### src/rtl/fpAdder_consts.svh
// Single-precision format constants, included by the adder packages and RTL modules
`ifndef FPADDER_CONSTS_SVH
`define FPADDER_CONSTS_SVH

// Field widths of the IEEE-754 single-precision word
`define FP_EXP_WIDTH 8
`define FP_MAN_WIDTH 23

// Aligned mantissa is the hidden bit, the stored fraction and the guard field
`define FP_GUARD_BITS 8
`define FP_ALIGN_WIDTH 32

// Exponent encodings
`define FP_EXP_BIAS 127
`define FP_EXP_MAX 255

// Every NaN result is this quiet NaN
`define FP_QNAN 32'h7fc00000

`endif

### src/rtl/fpFormatPkg.sv
// Types for the single-precision number format and operand classes, imported by the adder RTL
`include "fpAdder_consts.svh"

package fpFormatPkg;

    // One packed IEEE-754 word, sign in the top bit
    typedef logic [`FP_EXP_WIDTH+`FP_MAN_WIDTH:0] fpWord;

    typedef logic [`FP_EXP_WIDTH-1:0] fpExponent;

    typedef logic [`FP_MAN_WIDTH-1:0] fpMantissa;

    // Hidden bit, stored fraction, then guard bits
    typedef logic [`FP_ALIGN_WIDTH-1:0] fpAligned;

    typedef enum logic [2:0]
    {
        clsZero,
        clsSubnormal,
        clsNormal,
        clsInf,
        clsNaN
    } fpClass;

endpackage

### src/rtl/fpOpsPkg.sv
// Types for the requested operation and the special-result kinds of the adder

package fpOpsPkg;

    typedef enum logic
    {
        opAdd,
        opSub
    } fpOp;

    // Which result replaces the arithmetic path
    typedef enum logic [2:0]
    {
        spNone,
        spNaN,
        spInf,
        spPassA,
        spPassB,
        spZero
    } fpSpecial;

endpackage

### src/rtl/fpUnpack.sv
// Combinational field split and operand classification feeding both stage-one blocks
`timescale 1ns/1ps
`include "fpAdder_consts.svh"

module fpUnpack
    import fpFormatPkg::*, fpOpsPkg::*;
(
    input  fpWord     operandA,
    input  fpWord     operandB,
    input  fpOp       op,
    output logic      signA,
    output logic      signB,
    output fpExponent exponentA,
    output fpExponent exponentB,
    output fpMantissa mantissaA,
    output fpMantissa mantissaB,
    output fpClass    classA,
    output fpClass    classB
);

    localparam int signBit = `FP_EXP_WIDTH + `FP_MAN_WIDTH;
    localparam int expLow  = `FP_MAN_WIDTH;

    function automatic fpClass classify(input fpExponent exponent, input fpMantissa mantissa);
        fpClass cls;
        if (exponent == '0)
            cls = (mantissa == '0) ? clsZero : clsSubnormal;
        else if (exponent == `FP_EXP_WIDTH'(`FP_EXP_MAX))
            cls = (mantissa == '0) ? clsInf : clsNaN;
        else
            cls = clsNormal;
        return cls;
    endfunction

    assign exponentA = operandA[signBit-1:expLow];
    assign exponentB = operandB[signBit-1:expLow];
    assign mantissaA = operandA[expLow-1:0];
    assign mantissaB = operandB[expLow-1:0];

    // Subtraction is an addition with B negated, so later stages only see signed addends
    assign signA = operandA[signBit];
    assign signB = operandB[signBit] ^ (op == opSub);

    assign classA = classify(exponentA, mantissaA);
    assign classB = classify(exponentB, mantissaB);

endmodule

### src/rtl/mantissaAlign.sv
// Stage one of the adder: exponent compare and mantissa alignment with sticky, registered
`timescale 1ns/1ps
`include "fpAdder_consts.svh"

module mantissaAlign
    import fpFormatPkg::*;
(
    input  logic      clk,
    input  logic      rst,
    input  logic      inValid,
    input  fpExponent exponentA,
    input  fpExponent exponentB,
    input  fpMantissa mantissaA,
    input  fpMantissa mantissaB,
    input  fpClass    classA,
    input  fpClass    classB,
    output logic      alignValid,
    output fpAligned  alignedMantissaA,
    output fpAligned  alignedMantissaB,
    output fpExponent exponentOut,
    output logic      aFirst,
    output logic      sticky,
    output logic      shiftOverflow
);

    logic      hiddenA;
    logic      hiddenB;
    fpExponent effExpA;
    fpExponent effExpB;
    fpExponent expDiff;
    fpAligned  fullA;
    fpAligned  fullB;
    fpAligned  smallFull;
    fpAligned  smallShifted;
    fpAligned  lostMask;
    logic      aFirstNext;
    logic      stickyNext;
    logic      overflowNext;

    // ####################################################################
    // Exponent compare
    // ####################################################################

    // Subnormals and zeros carry no hidden bit and sit at exponent one
    assign hiddenA = (classA == clsNormal);
    assign hiddenB = (classB == clsNormal);
    assign effExpA = hiddenA ? exponentA : fpExponent'(1);
    assign effExpB = hiddenB ? exponentB : fpExponent'(1);

    assign fullA = {hiddenA, mantissaA, {`FP_GUARD_BITS{1'b0}}};
    assign fullB = {hiddenB, mantissaB, {`FP_GUARD_BITS{1'b0}}};

    // Ties go to A so an exact cancellation subtracts in a fixed order
    assign aFirstNext = {effExpA, fullA} >= {effExpB, fullB};
    assign expDiff    = aFirstNext ? effExpA - effExpB : effExpB - effExpA;

    // ####################################################################
    // Mantissa alignment
    // ####################################################################

    assign smallFull    = aFirstNext ? fullB : fullA;
    assign smallShifted = smallFull >> expDiff;

    // The whole smaller mantissa has left the field
    assign overflowNext = (expDiff >= `FP_ALIGN_WIDTH);

    assign lostMask   = overflowNext ? '1 : (fpAligned'(1) << expDiff) - fpAligned'(1);
    assign stickyNext = |(smallFull & lostMask);

    always_ff @(posedge clk)
    begin
        if (rst)
            alignValid <= 1'b0;
        else
            alignValid <= inValid;
    end

    always_ff @(posedge clk)
    begin
        if (inValid)
        begin
            alignedMantissaA <= aFirstNext ? fullA : smallShifted;
            alignedMantissaB <= aFirstNext ? smallShifted : fullB;
            exponentOut      <= aFirstNext ? effExpA : effExpB;
            aFirst           <= aFirstNext;
            sticky           <= stickyNext;
            shiftOverflow    <= overflowNext;
        end
    end

    // Equal input exponents never lose bits off the end of the field
    assert property (@(posedge clk) disable iff (rst)
        inValid && (exponentA == exponentB) |=> !shiftOverflow);

    assert property (@(posedge clk) rst |=> !alignValid);

endmodule

### src/rtl/specialCase.sv
// Stage one of the adder: NaN, infinity and zero handling that decides the bypass, registered
`timescale 1ns/1ps
`include "fpAdder_consts.svh"

module specialCase
    import fpFormatPkg::*, fpOpsPkg::*;
(
    input  logic     clk,
    input  logic     rst,
    input  logic     inValid,
    input  logic     signA,
    input  logic     signB,
    input  fpClass   classA,
    input  fpClass   classB,
    input  fpWord    operandA,
    input  fpWord    operandB,
    output logic     bypass,
    output fpSpecial special,
    output logic     signAOut,
    output logic     signBOut,
    output fpWord    passValue
);

    localparam int magTop = `FP_EXP_WIDTH + `FP_MAN_WIDTH - 1;

    fpSpecial specialNext;
    fpWord    passNext;
    logic     bypassNext;
    logic     aNaN, bNaN, aInf, bInf, aZero, bZero;

    assign aNaN  = (classA == clsNaN);
    assign bNaN  = (classB == clsNaN);
    assign aInf  = (classA == clsInf);
    assign bInf  = (classB == clsInf);
    assign aZero = (classA == clsZero);
    assign bZero = (classB == clsZero);

    // Any operand outside the finite nonzero range skips the arithmetic path
    assign bypassNext = aNaN | bNaN | aInf | bInf | aZero | bZero;

    always_comb
    begin
        specialNext = spNone;
        passNext    = {signA, operandA[magTop:0]};
        if (aNaN || bNaN || (aInf && bInf && (signA != signB)))
            specialNext = spNaN;
        else if (aInf || bInf)
        begin
            specialNext = spInf;
            passNext    = aInf ? {signA, operandA[magTop:0]} : {signB, operandB[magTop:0]};
        end
        else if (aZero && !bZero)
        begin
            specialNext = spPassB;
            passNext    = {signB, operandB[magTop:0]};
        end
        else if (bZero && !aZero)
            specialNext = spPassA;
        else if (aZero && bZero)
            specialNext = spZero;
    end

    always_ff @(posedge clk)
    begin
        if (rst)
        begin
            bypass  <= 1'b0;
            special <= spNone;
        end
        else if (inValid)
        begin
            bypass  <= bypassNext;
            special <= specialNext;
        end
    end

    always_ff @(posedge clk)
    begin
        if (inValid)
        begin
            signAOut  <= signA;
            signBOut  <= signB;
            passValue <= passNext;
        end
    end

    // The class test and the priority chain must agree on when to bypass
    assert property (@(posedge clk) disable iff (rst) bypass == (special != spNone));

endmodule

### src/rtl/addNormalize.sv
// Stage two of the adder: mantissa add or subtract, normalize, round and final result select
`timescale 1ns/1ps
`include "fpAdder_consts.svh"

module addNormalize
    import fpFormatPkg::*, fpOpsPkg::*;
(
    input  logic      clk,
    input  logic      rst,
    input  logic      alignValid,
    input  fpAligned  alignedMantissaA,
    input  fpAligned  alignedMantissaB,
    input  fpExponent exponentOut,
    input  logic      aFirst,
    input  logic      sticky,
    input  logic      bypass,
    input  fpSpecial  special,
    input  logic      signAOut,
    input  logic      signBOut,
    input  fpWord     passValue,
    output logic      outValid,
    output fpWord     result
);

    // Carry bit, aligned mantissa, then one bit holding the sticky
    localparam int sumWidth = `FP_ALIGN_WIDTH + 2;
    localparam int topBit   = sumWidth - 2;
    localparam int keepLow  = topBit - `FP_MAN_WIDTH;
    localparam int guardBit = keepLow - 1;

    logic [sumWidth-1:0]    largeExt;
    logic [sumWidth-1:0]    smallExt;
    logic [sumWidth-1:0]    rawSum;
    logic [sumWidth-1:0]    shifted;
    logic [sumWidth-1:0]    normalized;
    logic [5:0]             lz;
    logic [9:0]             expBase;
    logic [9:0]             expNorm;
    logic [9:0]             expFinal;
    logic [`FP_MAN_WIDTH+1:0] rounded;
    logic                   sameSign;
    logic                   carry;
    logic                   underflow;
    logic                   roundUp;
    logic                   resultSign;
    fpWord                  arithWord;
    fpWord                  specialWord;
    fpWord                  nextResult;

    function automatic logic [5:0] leadingZeros(input logic [topBit:0] value);
        logic [5:0] count;
        logic       found;
        count = '0;
        found = 1'b0;
        for (int i = topBit; i >= 0; i--)
        begin
            if (value[i])
                found = 1'b1;
            else if (!found)
                count = count + 6'd1;
        end
        return count;
    endfunction

    // ####################################################################
    // Add or subtract, then normalize
    // ####################################################################

    assign sameSign = (signAOut == signBOut);
    assign largeExt = {1'b0, aFirst ? alignedMantissaA : alignedMantissaB, 1'b0};
    // Sticky in the lowest bit borrows correctly on subtraction
    assign smallExt = {1'b0, aFirst ? alignedMantissaB : alignedMantissaA, sticky};
    assign rawSum   = sameSign ? largeExt + smallExt : largeExt - smallExt;

    assign carry   = rawSum[sumWidth-1];
    assign shifted = carry ? {1'b0, rawSum[sumWidth-1:2], rawSum[1] | rawSum[0]} : rawSum;

    assign lz         = leadingZeros(shifted[topBit:0]);
    assign normalized = shifted << lz;

    assign expBase   = {2'b00, exponentOut} + {9'd0, carry};
    assign underflow = ({4'd0, lz} >= expBase);
    assign expNorm   = expBase - {4'd0, lz};

    // ####################################################################
    // Round to nearest even
    // ####################################################################

    assign roundUp = normalized[guardBit]
                   & ((|normalized[guardBit-1:0]) | normalized[keepLow]);
    assign rounded  = {1'b0, normalized[topBit:keepLow]} + {{(`FP_MAN_WIDTH+1){1'b0}}, roundUp};
    // A rounding carry leaves a zero fraction and bumps the exponent
    assign expFinal = expNorm + {9'd0, rounded[`FP_MAN_WIDTH+1]};

    assign resultSign = (sameSign || aFirst) ? signAOut : signBOut;

    always_comb
    begin
        if (rawSum == '0)
            arithWord = '0;
        else if (underflow)
            arithWord = {resultSign, {(`FP_EXP_WIDTH+`FP_MAN_WIDTH){1'b0}}};
        else if (expFinal >= 10'(`FP_EXP_MAX))
            arithWord = {resultSign, {`FP_EXP_WIDTH{1'b1}}, {`FP_MAN_WIDTH{1'b0}}};
        else
            arithWord = {resultSign, expFinal[`FP_EXP_WIDTH-1:0], rounded[`FP_MAN_WIDTH-1:0]};
    end

    always_comb
    begin
        case (special)
            spNaN:            specialWord = `FP_QNAN;
            spInf:            specialWord = {passValue[`FP_EXP_WIDTH+`FP_MAN_WIDTH],
                                             {`FP_EXP_WIDTH{1'b1}}, {`FP_MAN_WIDTH{1'b0}}};
            spPassA, spPassB: specialWord = passValue;
            spZero:           specialWord = {signAOut & signBOut,
                                             {(`FP_EXP_WIDTH+`FP_MAN_WIDTH){1'b0}}};
            default:          specialWord = '0;
        endcase
    end

    assign nextResult = bypass ? specialWord : arithWord;

    always_ff @(posedge clk)
    begin
        if (rst)
        begin
            outValid <= 1'b0;
            result   <= '0;
        end
        else
        begin
            outValid <= alignValid;
            if (alignValid)
                result <= nextResult;
        end
    end

    assert property (@(posedge clk) disable iff (rst) 1'b1 |=> (outValid == $past(alignValid)));

endmodule

### src/rtl/fpAdder.sv
// Top level of the two-stage single-precision adder, one operation per cycle, two cycles latency
`timescale 1ns/1ps

module fpAdder
    import fpFormatPkg::*, fpOpsPkg::*;
(
    input  logic  clk,
    input  logic  rst,
    input  logic  inValid,
    input  fpWord operandA,
    input  fpWord operandB,
    input  fpOp   op,
    output logic  outValid,
    output fpWord result
);

    logic      signA, signB;
    fpExponent exponentA, exponentB;
    fpMantissa mantissaA, mantissaB;
    fpClass    classA, classB;

    logic      alignValid;
    fpAligned  alignedMantissaA, alignedMantissaB;
    fpExponent exponentOut;
    logic      aFirst;
    logic      sticky;

    logic      bypass;
    fpSpecial  special;
    logic      signAOut, signBOut;
    fpWord     passValue;

    fpUnpack unpack (
        .operandA  (operandA),
        .operandB  (operandB),
        .op        (op),
        .signA     (signA),
        .signB     (signB),
        .exponentA (exponentA),
        .exponentB (exponentB),
        .mantissaA (mantissaA),
        .mantissaB (mantissaB),
        .classA    (classA),
        .classB    (classB)
    );

    // Whole-field overflow is already folded into sticky
    mantissaAlign align (
        .clk              (clk),
        .rst              (rst),
        .inValid          (inValid),
        .exponentA        (exponentA),
        .exponentB        (exponentB),
        .mantissaA        (mantissaA),
        .mantissaB        (mantissaB),
        .classA           (classA),
        .classB           (classB),
        .alignValid       (alignValid),
        .alignedMantissaA (alignedMantissaA),
        .alignedMantissaB (alignedMantissaB),
        .exponentOut      (exponentOut),
        .aFirst           (aFirst),
        .sticky           (sticky),
        .shiftOverflow    ()
    );

    specialCase specials (
        .clk       (clk),
        .rst       (rst),
        .inValid   (inValid),
        .signA     (signA),
        .signB     (signB),
        .classA    (classA),
        .classB    (classB),
        .operandA  (operandA),
        .operandB  (operandB),
        .bypass    (bypass),
        .special   (special),
        .signAOut  (signAOut),
        .signBOut  (signBOut),
        .passValue (passValue)
    );

    addNormalize normalize (
        .clk              (clk),
        .rst              (rst),
        .alignValid       (alignValid),
        .alignedMantissaA (alignedMantissaA),
        .alignedMantissaB (alignedMantissaB),
        .exponentOut      (exponentOut),
        .aFirst           (aFirst),
        .sticky           (sticky),
        .bypass           (bypass),
        .special          (special),
        .signAOut         (signAOut),
        .signBOut         (signBOut),
        .passValue        (passValue),
        .outValid         (outValid),
        .result           (result)
    );

endmodule

### config.mk
export PLATFORM = sky130hd
export DESIGN_NAME = fpAdder
export DESIGN_NICKNAME = d
export VERILOG_FILES = /design/src/rtl/fpFormatPkg.sv /design/src/rtl/fpOpsPkg.sv /design/src/rtl/fpUnpack.sv /design/src/rtl/mantissaAlign.sv /design/src/rtl/specialCase.sv /design/src/rtl/addNormalize.sv /design/src/rtl/fpAdder.sv
export VERILOG_INCLUDE_DIRS = /design/src /design/src/rtl
export SDC_FILE = /design/constraint.sdc
export NUM_CORES = 1
export LEC_CHECK = 0
export BUFFER_PORTS_ARGS = -buffer_cell sky130_fd_sc_hd__buf_2
export CORE_MARGIN = 2
export CORE_UTILIZATION = 29
export CTS_BUF_LIST = sky130_fd_sc_hd__clkbuf_8
export DETAILED_ROUTE_END_ITERATION = 8
export GPL_TIMING_DRIVEN = 0
export SETUP_SLACK_MARGIN = 0.1
export SLEW_MARGIN = 10
export SYNTH_ARGS = -nofsm -noshare
export SYNTH_HDL_FRONTEND = slang
export SYNTH_HIERARCHICAL = 1
export SYNTH_SLANG_ARGS = --single-unit
### constraint.sdc
create_clock -name clk -period 47.6 [get_ports clk]
set_clock_uncertainty 0.15 [all_clocks]
set_input_delay 7.14 -clock clk [delete_from_list [all_inputs] [get_ports clk]]
set_output_delay 7.14 -clock clk [all_outputs]
set_load 0.02 [all_outputs]
# [After elaboration in Yosys (flattened, before gate mapping)]
# Cells that the tools add are included.
[totals] register_bits=146 latch_bits=0 mem_bits_rw=0 romBits=0 in_bits=68 output_inout_bits=33 n_memories=0
[classes] add_sub_neg=41 n_mul=0 div_mod_pow=0 magnitude_cmp=4 eq_ne=15 n_shift=3 n_mux=132 bitwise=11 reduce_logical=21
[op_table] cell="32-bit two-way mux" n=12
[op_table] cell="6-bit two-way mux" n=64
[op_table] cell="6-bit by 1-bit adder with 6-bit output, second input constant" n=31
[op_table] cell="32-bit case mux with 4 select lines" n=1
[op_table] cell="31-bit two-way mux" n=2
[op_table] cell="23-bit zero test" n=2
[op_table] cell="40-bit greater-or-equal comparator" n=1
[op_table] cell="1-bit two-way mux" n=36
[op_table] cell="33-bit by 33-bit adder with 34-bit output" n=1
[op_table] cell="34-bit zero test" n=1
[op_table] cell="34-bit two-way mux" n=1
[op_table] cell="34-bit by 6-bit left shift with 33-bit output" n=1
[op_table] cell="33-bit by 33-bit subtractor with 34-bit output" n=1
[op_table] cell="3-bit two-way mux" n=11
[op_table] cell="33-bit two-way mux" n=1
[op_table] cell="32-bit bitwise AND" n=1
[op_table] cell="8-bit two-way mux" n=4
[op_table] cell="32-bit OR reduction" n=1
[op_table] cell="1-bit by 8-bit left shift with 32-bit output, first input constant" n=1
[op_table] cell="32-bit by 8-bit >> shifter with 32-bit output" n=1
[op_table] cell="32-bit by 1-bit subtractor with 32-bit output, second input constant" n=1
[op_table] cell="24-bit by 1-bit adder with 25-bit output" n=1
[op_table] cell="3-bit by 2-bit equality test with 1-bit output, second input constant" n=6
[op_table] cell="8-bit equality test, second input constant" n=2
[op_table] cell="22 further kinds" n=43

# [Longest topological paths before layout]
# Gate-level depths: netlist of the first run.
[logic_depth] word_depth=113 ltp_mapped=154 depth_no_buf=142

# [Hierarchy]
# Netlist of the first run, hierarchy kept.
[by_module_without_submodules] mod="addNormalize" n_inst=1 cells_per_inst=2122 area_per_inst_um2=14823.0
[by_module_without_submodules] mod="mantissaAlign" n_inst=1 cells_per_inst=815 area_per_inst_um2=7465.9
[by_module_without_submodules] mod="specialCase" n_inst=1 cells_per_inst=111 area_per_inst_um2=1869.3
[by_module_without_submodules] mod="fpUnpack" n_inst=1 cells_per_inst=100 area_per_inst_um2=711.9

# [Worst setup path after synthesis of the first run]
# No wires, ideal clock.
[synth_path] kind="flip-flop to flip-flop" startpoint="register align.aFirst" endpoint="register normalize.result[17]" setup_time_ps=91 arrival_time_ps=28925 required_ps=47359 slack_ps=18434 stages_incl_launch_ff=150 cell_sequence="edfxtp_1 -> clkbuf_1 -> clkbuf_1 -> mux2i_1 -> inv_1 -> ha_1 -> inv_1 -> fa_1 -> nor2_1 -> o311ai_2 -> a2111oi_4 -> a31oi_1 -> o211ai_2 -> nor2_4 -> inv_2 -> buf_2 -> buf_1 -> buf_1 -> (+114 left out) -> ha_1 -> inv_1 -> ha_1 -> fa_1 -> a21o_1 -> a21oi_1 -> o21bai_1 -> a21oi_1 -> o21bai_1 -> a21oi_1 -> xor2_1 -> nand3_1 -> nor2b_1 -> and2_1 -> clkbuf_1 -> buf_4 -> nand3_1 -> a311oi_1"
[synth_between] elab_chain_cells=112 word_cells_on_any_way=151 classes_between="38 x add/sub; 2 x order compare; 1 x shift; 105 x mux; 3 x bitwise; 2 x reduce/logical"
[synth_rtl] item="start, declared" line_no="mantissaAlign.sv:21" source="output logic aFirst,"
[synth_rtl] item="start signal, assigned" line_no="mantissaAlign.sv:85" source="aFirst <= aFirstNext;"
[synth_rtl] item="32-bit two-way mux, on equally long branches" line_no="addNormalize.sv:70, addNormalize.sv:72"
[synth_rtl] item="33-bit by 33-bit subtractor with 34-bit output or 33-bit by 33-bit adder with 34-bit output (tied branches)" line_no="addNormalize.sv:73" source="assign rawSum = sameSign ? largeExt + smallExt : largeExt - smallExt;"
[synth_rtl] item="34-bit two-way mux *" line_no="addNormalize.sv:73"
[synth_rtl] item="33-bit two-way mux" line_no="addNormalize.sv:76" source="assign shifted = carry ? {1'b0, rawSum[sumWidth-1:2], rawSum[1] | rawSum[0]} : rawSum;"
[synth_rtl] item="1-bit two-way mux" line_no="addNormalize.sv:57" source="if (value[i])"
[synth_rtl] item="1-bit by 1-bit adder with 2-bit output" line_no="addNormalize.sv:60" source="count = count + 6'd1;"
[synth_rtl] item="6-bit two-way mux" line_no="addNormalize.sv:59" source="else if (!found)"
[synth_rtl] item="6-bit two-way mux" line_no="addNormalize.sv:57"
[synth_rtl] item="(+96 left out)"
[synth_rtl] item="1-bit bitwise AND" line_no="addNormalize.sv:90" source="& ((|normalized[guardBit-1:0]) | normalized[keepLow]);"
[synth_rtl] item="24-bit by 1-bit adder with 25-bit output" line_no="addNormalize.sv:91" source="assign rounded = {1'b0, normalized[topBit:keepLow]} + {{(`FP_MAN_WIDTH+1){1'b0}}, roundUp};"
[synth_rtl] item="10-bit by 1-bit adder with 10-bit output" line_no="addNormalize.sv:93" source="assign expFinal = expNorm + {9'd0, rounded[`FP_MAN_WIDTH+1]};"
[synth_rtl] item="10-bit by 8-bit greater-or-equal comparator with 1-bit output" line_no="addNormalize.sv:103" source="else if (expFinal >= 10'(`FP_EXP_MAX))"
[synth_rtl] item="31-bit two-way mux" line_no="addNormalize.sv:103"
[synth_rtl] item="31-bit two-way mux" line_no="addNormalize.sv:101" source="else if (underflow)"
[synth_rtl] item="32-bit two-way mux *" line_no="addNormalize.sv:99" source="if (rawSum == '0)"
[synth_rtl] item="32-bit two-way mux *" line_no="addNormalize.sv:122" source="assign nextResult = bypass ? specialWord : arithWord;"
[synth_rtl] item="end signal, assigned" line_no="addNormalize.sv:135" source="result <= nextResult;"
[synth_rtl] item="end, declared" line_no="addNormalize.sv:22" source="output fpWord result"
# Mark *: on every way between the ends. The rest lies on a longest branch, timed or not.
# A chain may end at the register's enable or synchronous reset.

# [Worst setup path after layout of the first run]
# Same ends and word-level chain as after synthesis.

==> results of run 1 <==
-- final cells by class --
cell class,instances,area [um^2],area share [%]
multi-input cells,2600,18800,69.3
flip-flops and latches,146,4000,14.7
well taps,1144,1430,5.27
plain buffers,232,1380,5.09
inverters,169,644,2.37
repair buffers,100,529,1.95
clock buffers,18,248,0.912
clock inverters,14,115,0.424
diodes,1,2.50,0.00921
-- cell usage in the layout (no fill, tap or decap), types with 22 or more instances in the layout --
cell and instances:
mux2i_1 140, o21a_1 30, edfxtp_1 108, o21ai_1 29, nand2b_1 38, a21oi_1 194, nor2_1 271, clkbuf_1 75
nand2_1 313, xnor2_1 72, nand4_1 43, a22oi_1 24, nand3_1 104, mux4_2 26, ha_1 158, dfxtp_1 38
a21o_1 22, and3_1 34, mux2_2 59, buf_4 78, buf_2 140, nor4_1 43, and2_1 28, mux2_4 32
nor2b_1 33, o21ai_0 183, nor3_1 86, xor2_1 37, a211oi_1 48, inv_1 160, a311oi_1 24, o211ai_1 47
-- metal layers --
metal  track usage [%]  vias to the layer above  part of all wire [%]
li1                  -                    12000                     -
met1              29.2                    12100                    45
met2              32.4                     1173                    43
met3              2.09                      180                   7.2
met4              9.24                        0                   4.6
met5                 0                        -                     0
-- state kept, by name, summed over array words and instances (netlist names) --
register	cells
specials/signAOut	1
specials/passValue	32
align/sticky	1
align/alignedMantissaA	32
normalize/outValid	1
align/aFirst	1
align/alignedMantissaB	32
align/alignValid	1
align/exponentOut	8
normalize/result	32
specials/bypass	1
specials/special	3
specials/signBOut	1
-- through the flow --
| stage | power (mW) | instance area (um^2) |
|---|---|---|
| floorplan | 0.934 | 24800 |
| global placement | 1.26 | 26800 |
| detailed placement | 1.26 | 26800 |
| CTS | 1.36 | 27200 |
| global route | 1.49 | 27200 |
| finish | 1.40 | 27200 |
-- worst max-delay path, delay by kind of cell, from the launching register on --
kind                       cells  cell delay, ns
AOI/OAI and AO/OA             37            7.69
xor gates and xnor gates       1            0.16
adders and majority gates     34           10.68
buffers and inverters         21            6.02
DFF                            1            0.33
muxes                         16            3.10
and+or+nand+nor               41            7.10
-- worst min-delay path by stage --
| stage | startpoint | to | slack [ns] | depth (start not counted) |
|---|---|---|---|---|
| final | normalize/result[26] | normalize/result[26] | 0.34 | 2 |
| after CTS | normalize/result[26] | normalize/result[26] | 0.34 | 2 |
| after global placement | normalize/result[26] | normalize/result[26] | 0.32 | 2 |
| after detailed placement | normalize/result[26] | normalize/result[26] | 0.32 | 2 |
| after floorplan | specials/special[2] | specials/special[2] | 0.33 | 2 |
| after global routing | normalize/result[31] | normalize/result[31] | 0.38 | 2 |
-- report_power, final --
group / total, mW / switching [mW] / internal (mW)
logic: 1.14 / 0.769 / 0.375
registers: 0.161 / 0.00769 / 0.153
clock network: 0.0908 / 0.0485 / 0.0423
==> flow_summary.ini, run 1 <==
[die]
fp.dieArea_um2 = 88000
core.rowCount = 107
io_pins = 101
start_util_pct = 29.2
die_x_um = 297
die_y_um = 297
core_um2 = 85000

[place]
dp_slack_ns = 12.77
dp_hpwl_um = 78700
gp_congestion = 1.03
dp.cells = 4391
port_buffers = 99

[critical_path]
r2r-end = normalize/result[17]
ff2ff_path_depth = 150
worstSetupEndpoint = normalize/result[17]
cp_common_cell = ha_1
path_max_fanout = 10
cp-start-kind = flop
reg2reg_from = align/aFirst
cp-end-kind = flop
ff2ff_setup_slack_ns = 12.19
required_ns = 47.84
crit_slowest_cell = nor2b_1
worstPathArrival_ns = 35.65
cpPeakStageDelay_ns = 0.70
path_class = flop to flop
cp-startpoint = align/aFirst

[clocking]
cts_tree = yes
clk_latency_ns = 0.47
ctsResizeCount = 0
numCtsBuffers = 17
postCtsHoldBufs = 0
post_cts_buffers = 0
htree_levels = 4
clockBufferDepth = 2
cts.sinks = 146
root_buffer = clkbuf_8
clkTransAtPathRegs_ns = 0.09

[grt]
grt-ovfl-total = 0
grt_pass1_wl_um = 143000
first_global_vias = 23300
grt_use_total_pct = 20.9
grt_max_degree = 88
antenna_found_initial = 1

[sta]
worst_pin_slew_ns = 1.40
timing.slew.headroom_pct = 6.64
rsz0062_at_grt = false
postLayoutSetupSlackWorst_ns = 12.19
hold_violations = 0
hold_slack_ns = 0.337
fmax_mhz = 28.2
tns_ns = 0
fin_crit_sh_pct = 74.4
period_minus_slack_ns = 35.41
slew_viol_final = 0
setup_viol = 0

[flow_run]
drv_cap = 0

[logic_synthesis]
netlist_instances = 3147
avgSynthCellArea_um2 = 7.89
synth.cell_area_um2 = 24800
yosysWarnings = 6
syn-num-nets = 3378

[detailed_routing]
vias_per_cell = 5.74
routedWlPerCell_um = 21.4
drtPass1Iterations = 6
drcViolationCount = 0
vias = 25400
ant_nets = 0
first_iter_violations = 2760
drt_wl_total_um = 94800

[pwr]
powerDensity_nw_per_um2 = 51.4
max-vdd-ir-drop_mv = 0.0297
p_leak_nw = 10.7

[outcome]
status = complete, no violations

[cells_and_area]
drive_above_1_share_pct = 15.6
stdcell_count = 4424
post-route-util_pct = 32.0
layout.nets = 3497
area_growth_pct = 9.41
fillers = 9119

[worst_hold_path]
hp-class = flop to flop
No activity file was read; power rests on OpenSTA's default activity.
==> run 2, diff against run 1 <==
- clock period: 47.6 -> 28.5 ns (I/O delays scaled with it)
==> run 2 against run 1 <==
Against the previous run: register-to-register slack lost 11 ns; combinational power grew 97%; final cell count up 2.3%; sequential power rose by 68%; flip-flop and latch count is the same; maximum frequency rose by 29%; first-iteration DRC count is 7.4% higher; clock power increased by 81%; routed wire length rose by 3.3%; core utilization rose by 2.8 points; critical path type unchanged; highest routed layer unchanged.
==> flow_summary.ini, run 2 (same netlist as run 1, synthesis figures left out) <==
[outcome]
status = complete, no violations

[detailed_routing]
routedWlPerCell_um = 21.7
first_iter_violations = 2965
vias_per_cell = 5.79
drcViolationCount = 0
vias = 26200
ant_nets = 0
drtPass1Iterations = 7
drt_wl_total_um = 98000

[clocking]
postCtsHoldBufs = 0
clk_latency_ns = 0.48
root_buffer = clkbuf_8
cts.sinks = 146
clkTransAtPathRegs_ns = 0.09
clockBufferDepth = 2
cts_tree = yes
htree_levels = 4
numCtsBuffers = 17

[critical_path]
crit_slowest_cell = or4_4
path_buf_inv = 13
ff2ff_setup_slack_ns = 1.06
path_class = flop to flop
cpPeakStageDelay_ns = 0.57
ff2ff_path_depth = 142
cp_common_cell = ha_1
path_delay_family = adder cells
path_max_fanout = 7
required_ns = 28.76
reg2reg_from = align/aFirst
worstPathArrival_ns = 27.70
cp-start-kind = flop
cp-end-kind = flop
r2r-end = normalize/result[8]

[die]
core_um2 = 85000
die_x_um = 297
fp.dieArea_um2 = 88000
core.rowCount = 107
die_y_um = 297
start_util_pct = 29.2
io_pins = 101

[cells_and_area]
area_growth_pct = 19.0
fillers = 8907
drive_above_1_share_pct = 23.9
final_cell_mix = nand2_1, nor2_1, buf_4
layout.nets = 3597
design_area_um2 = 29600
post-route-util_pct = 34.8
mostFrequentLayoutCell = nand2_1

[sta]
tns_ns = 0
slew_viol_final = 0
fin_crit_sh_pct = 96.3
worst_pin_slew_ns = 1.16
setup_viol = 0
period_minus_slack_ns = 27.44
hold_slack_ns = 0.344
timing.slew.headroom_pct = 22.4
fmax_mhz = 36.4
hold_violations = 0

[worst_hold_path]
hold_end = normalize/result[1]
hp-class = flop to flop
whs_path_depth = 2
worstHoldStart = normalize/result[1]

[flow_run]
drv_cap = 0

[pwr]
powerDensity_nw_per_um2 = 90.8
p_leak_nw = 11.6
max-vdd-ir-drop_mv = 0.0562
power_mw = 2.69

[grt]
grt_use_total_pct = 21.3
grt_pass1_wl_um = 146000
antenna_found_initial = 1
first_global_vias = 24100
grt_max_degree = 92
grt-ovfl-total = 0

[place]
port_buffers = 99
dp_hpwl_um = 78300
dpl-instance-area_um2 = 26800
gp_congestion = 1.02
## run 2: changes by cell type in the layout (fill, tap and decap cells not counted), moves of 11 or more
cell      before  now
buf_6         13   24
ha_4           0   26
a21oi_2        3   22
buf_4         78  184
o21ai_0      183  168
clkbuf_1      75   54
ha_1         158  121
nand2_1      313  302
ha_2           0   11
buf_1         20    9
buf_2        140  124
a21oi_1      194  171
## run 2: final cells by class
cell class | count | area [um^2] | share of cell area, %
diodes | 1 | 2.50 | 0.00846
plain buffers | 227 | 1690 | 5.72
clock buffers | 17 | 234 | 0.791
clock inverters | 15 | 151 | 0.512
inverters | 169 | 654 | 2.21
multi-input cells | 2600 | 20000 | 67.8
flip-flops and latches | 146 | 4000 | 13.5
well taps | 1144 | 1430 | 4.84
repair buffers | 205 | 1360 | 4.59
## run 2: per-layer routing
metal  up-vias  share of wire [%]  GRT usage (%)
met3       229                6.8           1.50
met5         -                  0              0
li1      12200                  -              -
met1     12400                 44           29.8
met2      1314                 44           33.1
met4         0                5.4           10.3
## run 2: how the worst max path moves through the flow
stage / cells after the start / to / start / slack, ns
2_1_floorplan: 147 / normalize/result[17] / align/aFirst / 0.11
3_3_place_gp: 147 / normalize/result[17] / align/aFirst / -5.31
3_5_place_dp: 147 / normalize/result[17] / align/aFirst / -5.64
4_1_cts: 148 / normalize/result[8] / align/aFirst / 0.11
5_1_grt: 141 / normalize/result[17] / align/aFirst / -0.21
6_report: 142 / normalize/result[8] / align/aFirst / 1.06
## run 2: worst register-to-register path: cells and delay by family, from the launching register on
kind                     cells  cell delay [ns]
adder cells (fa/ha/maj)     32             8.69
AND/OR/NAND/NOR             40             6.45
AO/OA/AOI/OAI               37             5.97
multiplexers                17             3.53
buffers and inverters       13             1.43
XOR/XNOR                     3             0.59
flip-flops                   1             0.49
## run 2: report_power, final
group | internal (mW) | switching (mW) | leakage, nW
logic | 0.834 | 1.42 | 10.0
registers | 0.256 | 0.0141 | 1.36
clock network | 0.0782 | 0.0855 | 0.197
## run 2: per-stage QoR
step	std cells	setup WS, ns
after floorplan	3147	0.106
after global placement	4390	-5.31
after detailed placement	4391	-5.64
after CTS	4442	0.107
after global routing	4524	-0.210
final	4524	1.06
## run 2: timing repair
item | in CTS | in global routing
resized for setup | 144 | 232
cloned | 0 | 3
setup buffers | 23 | 79
endpoints found under the setup margin | 31 | 31
pin swaps | 32 | 110
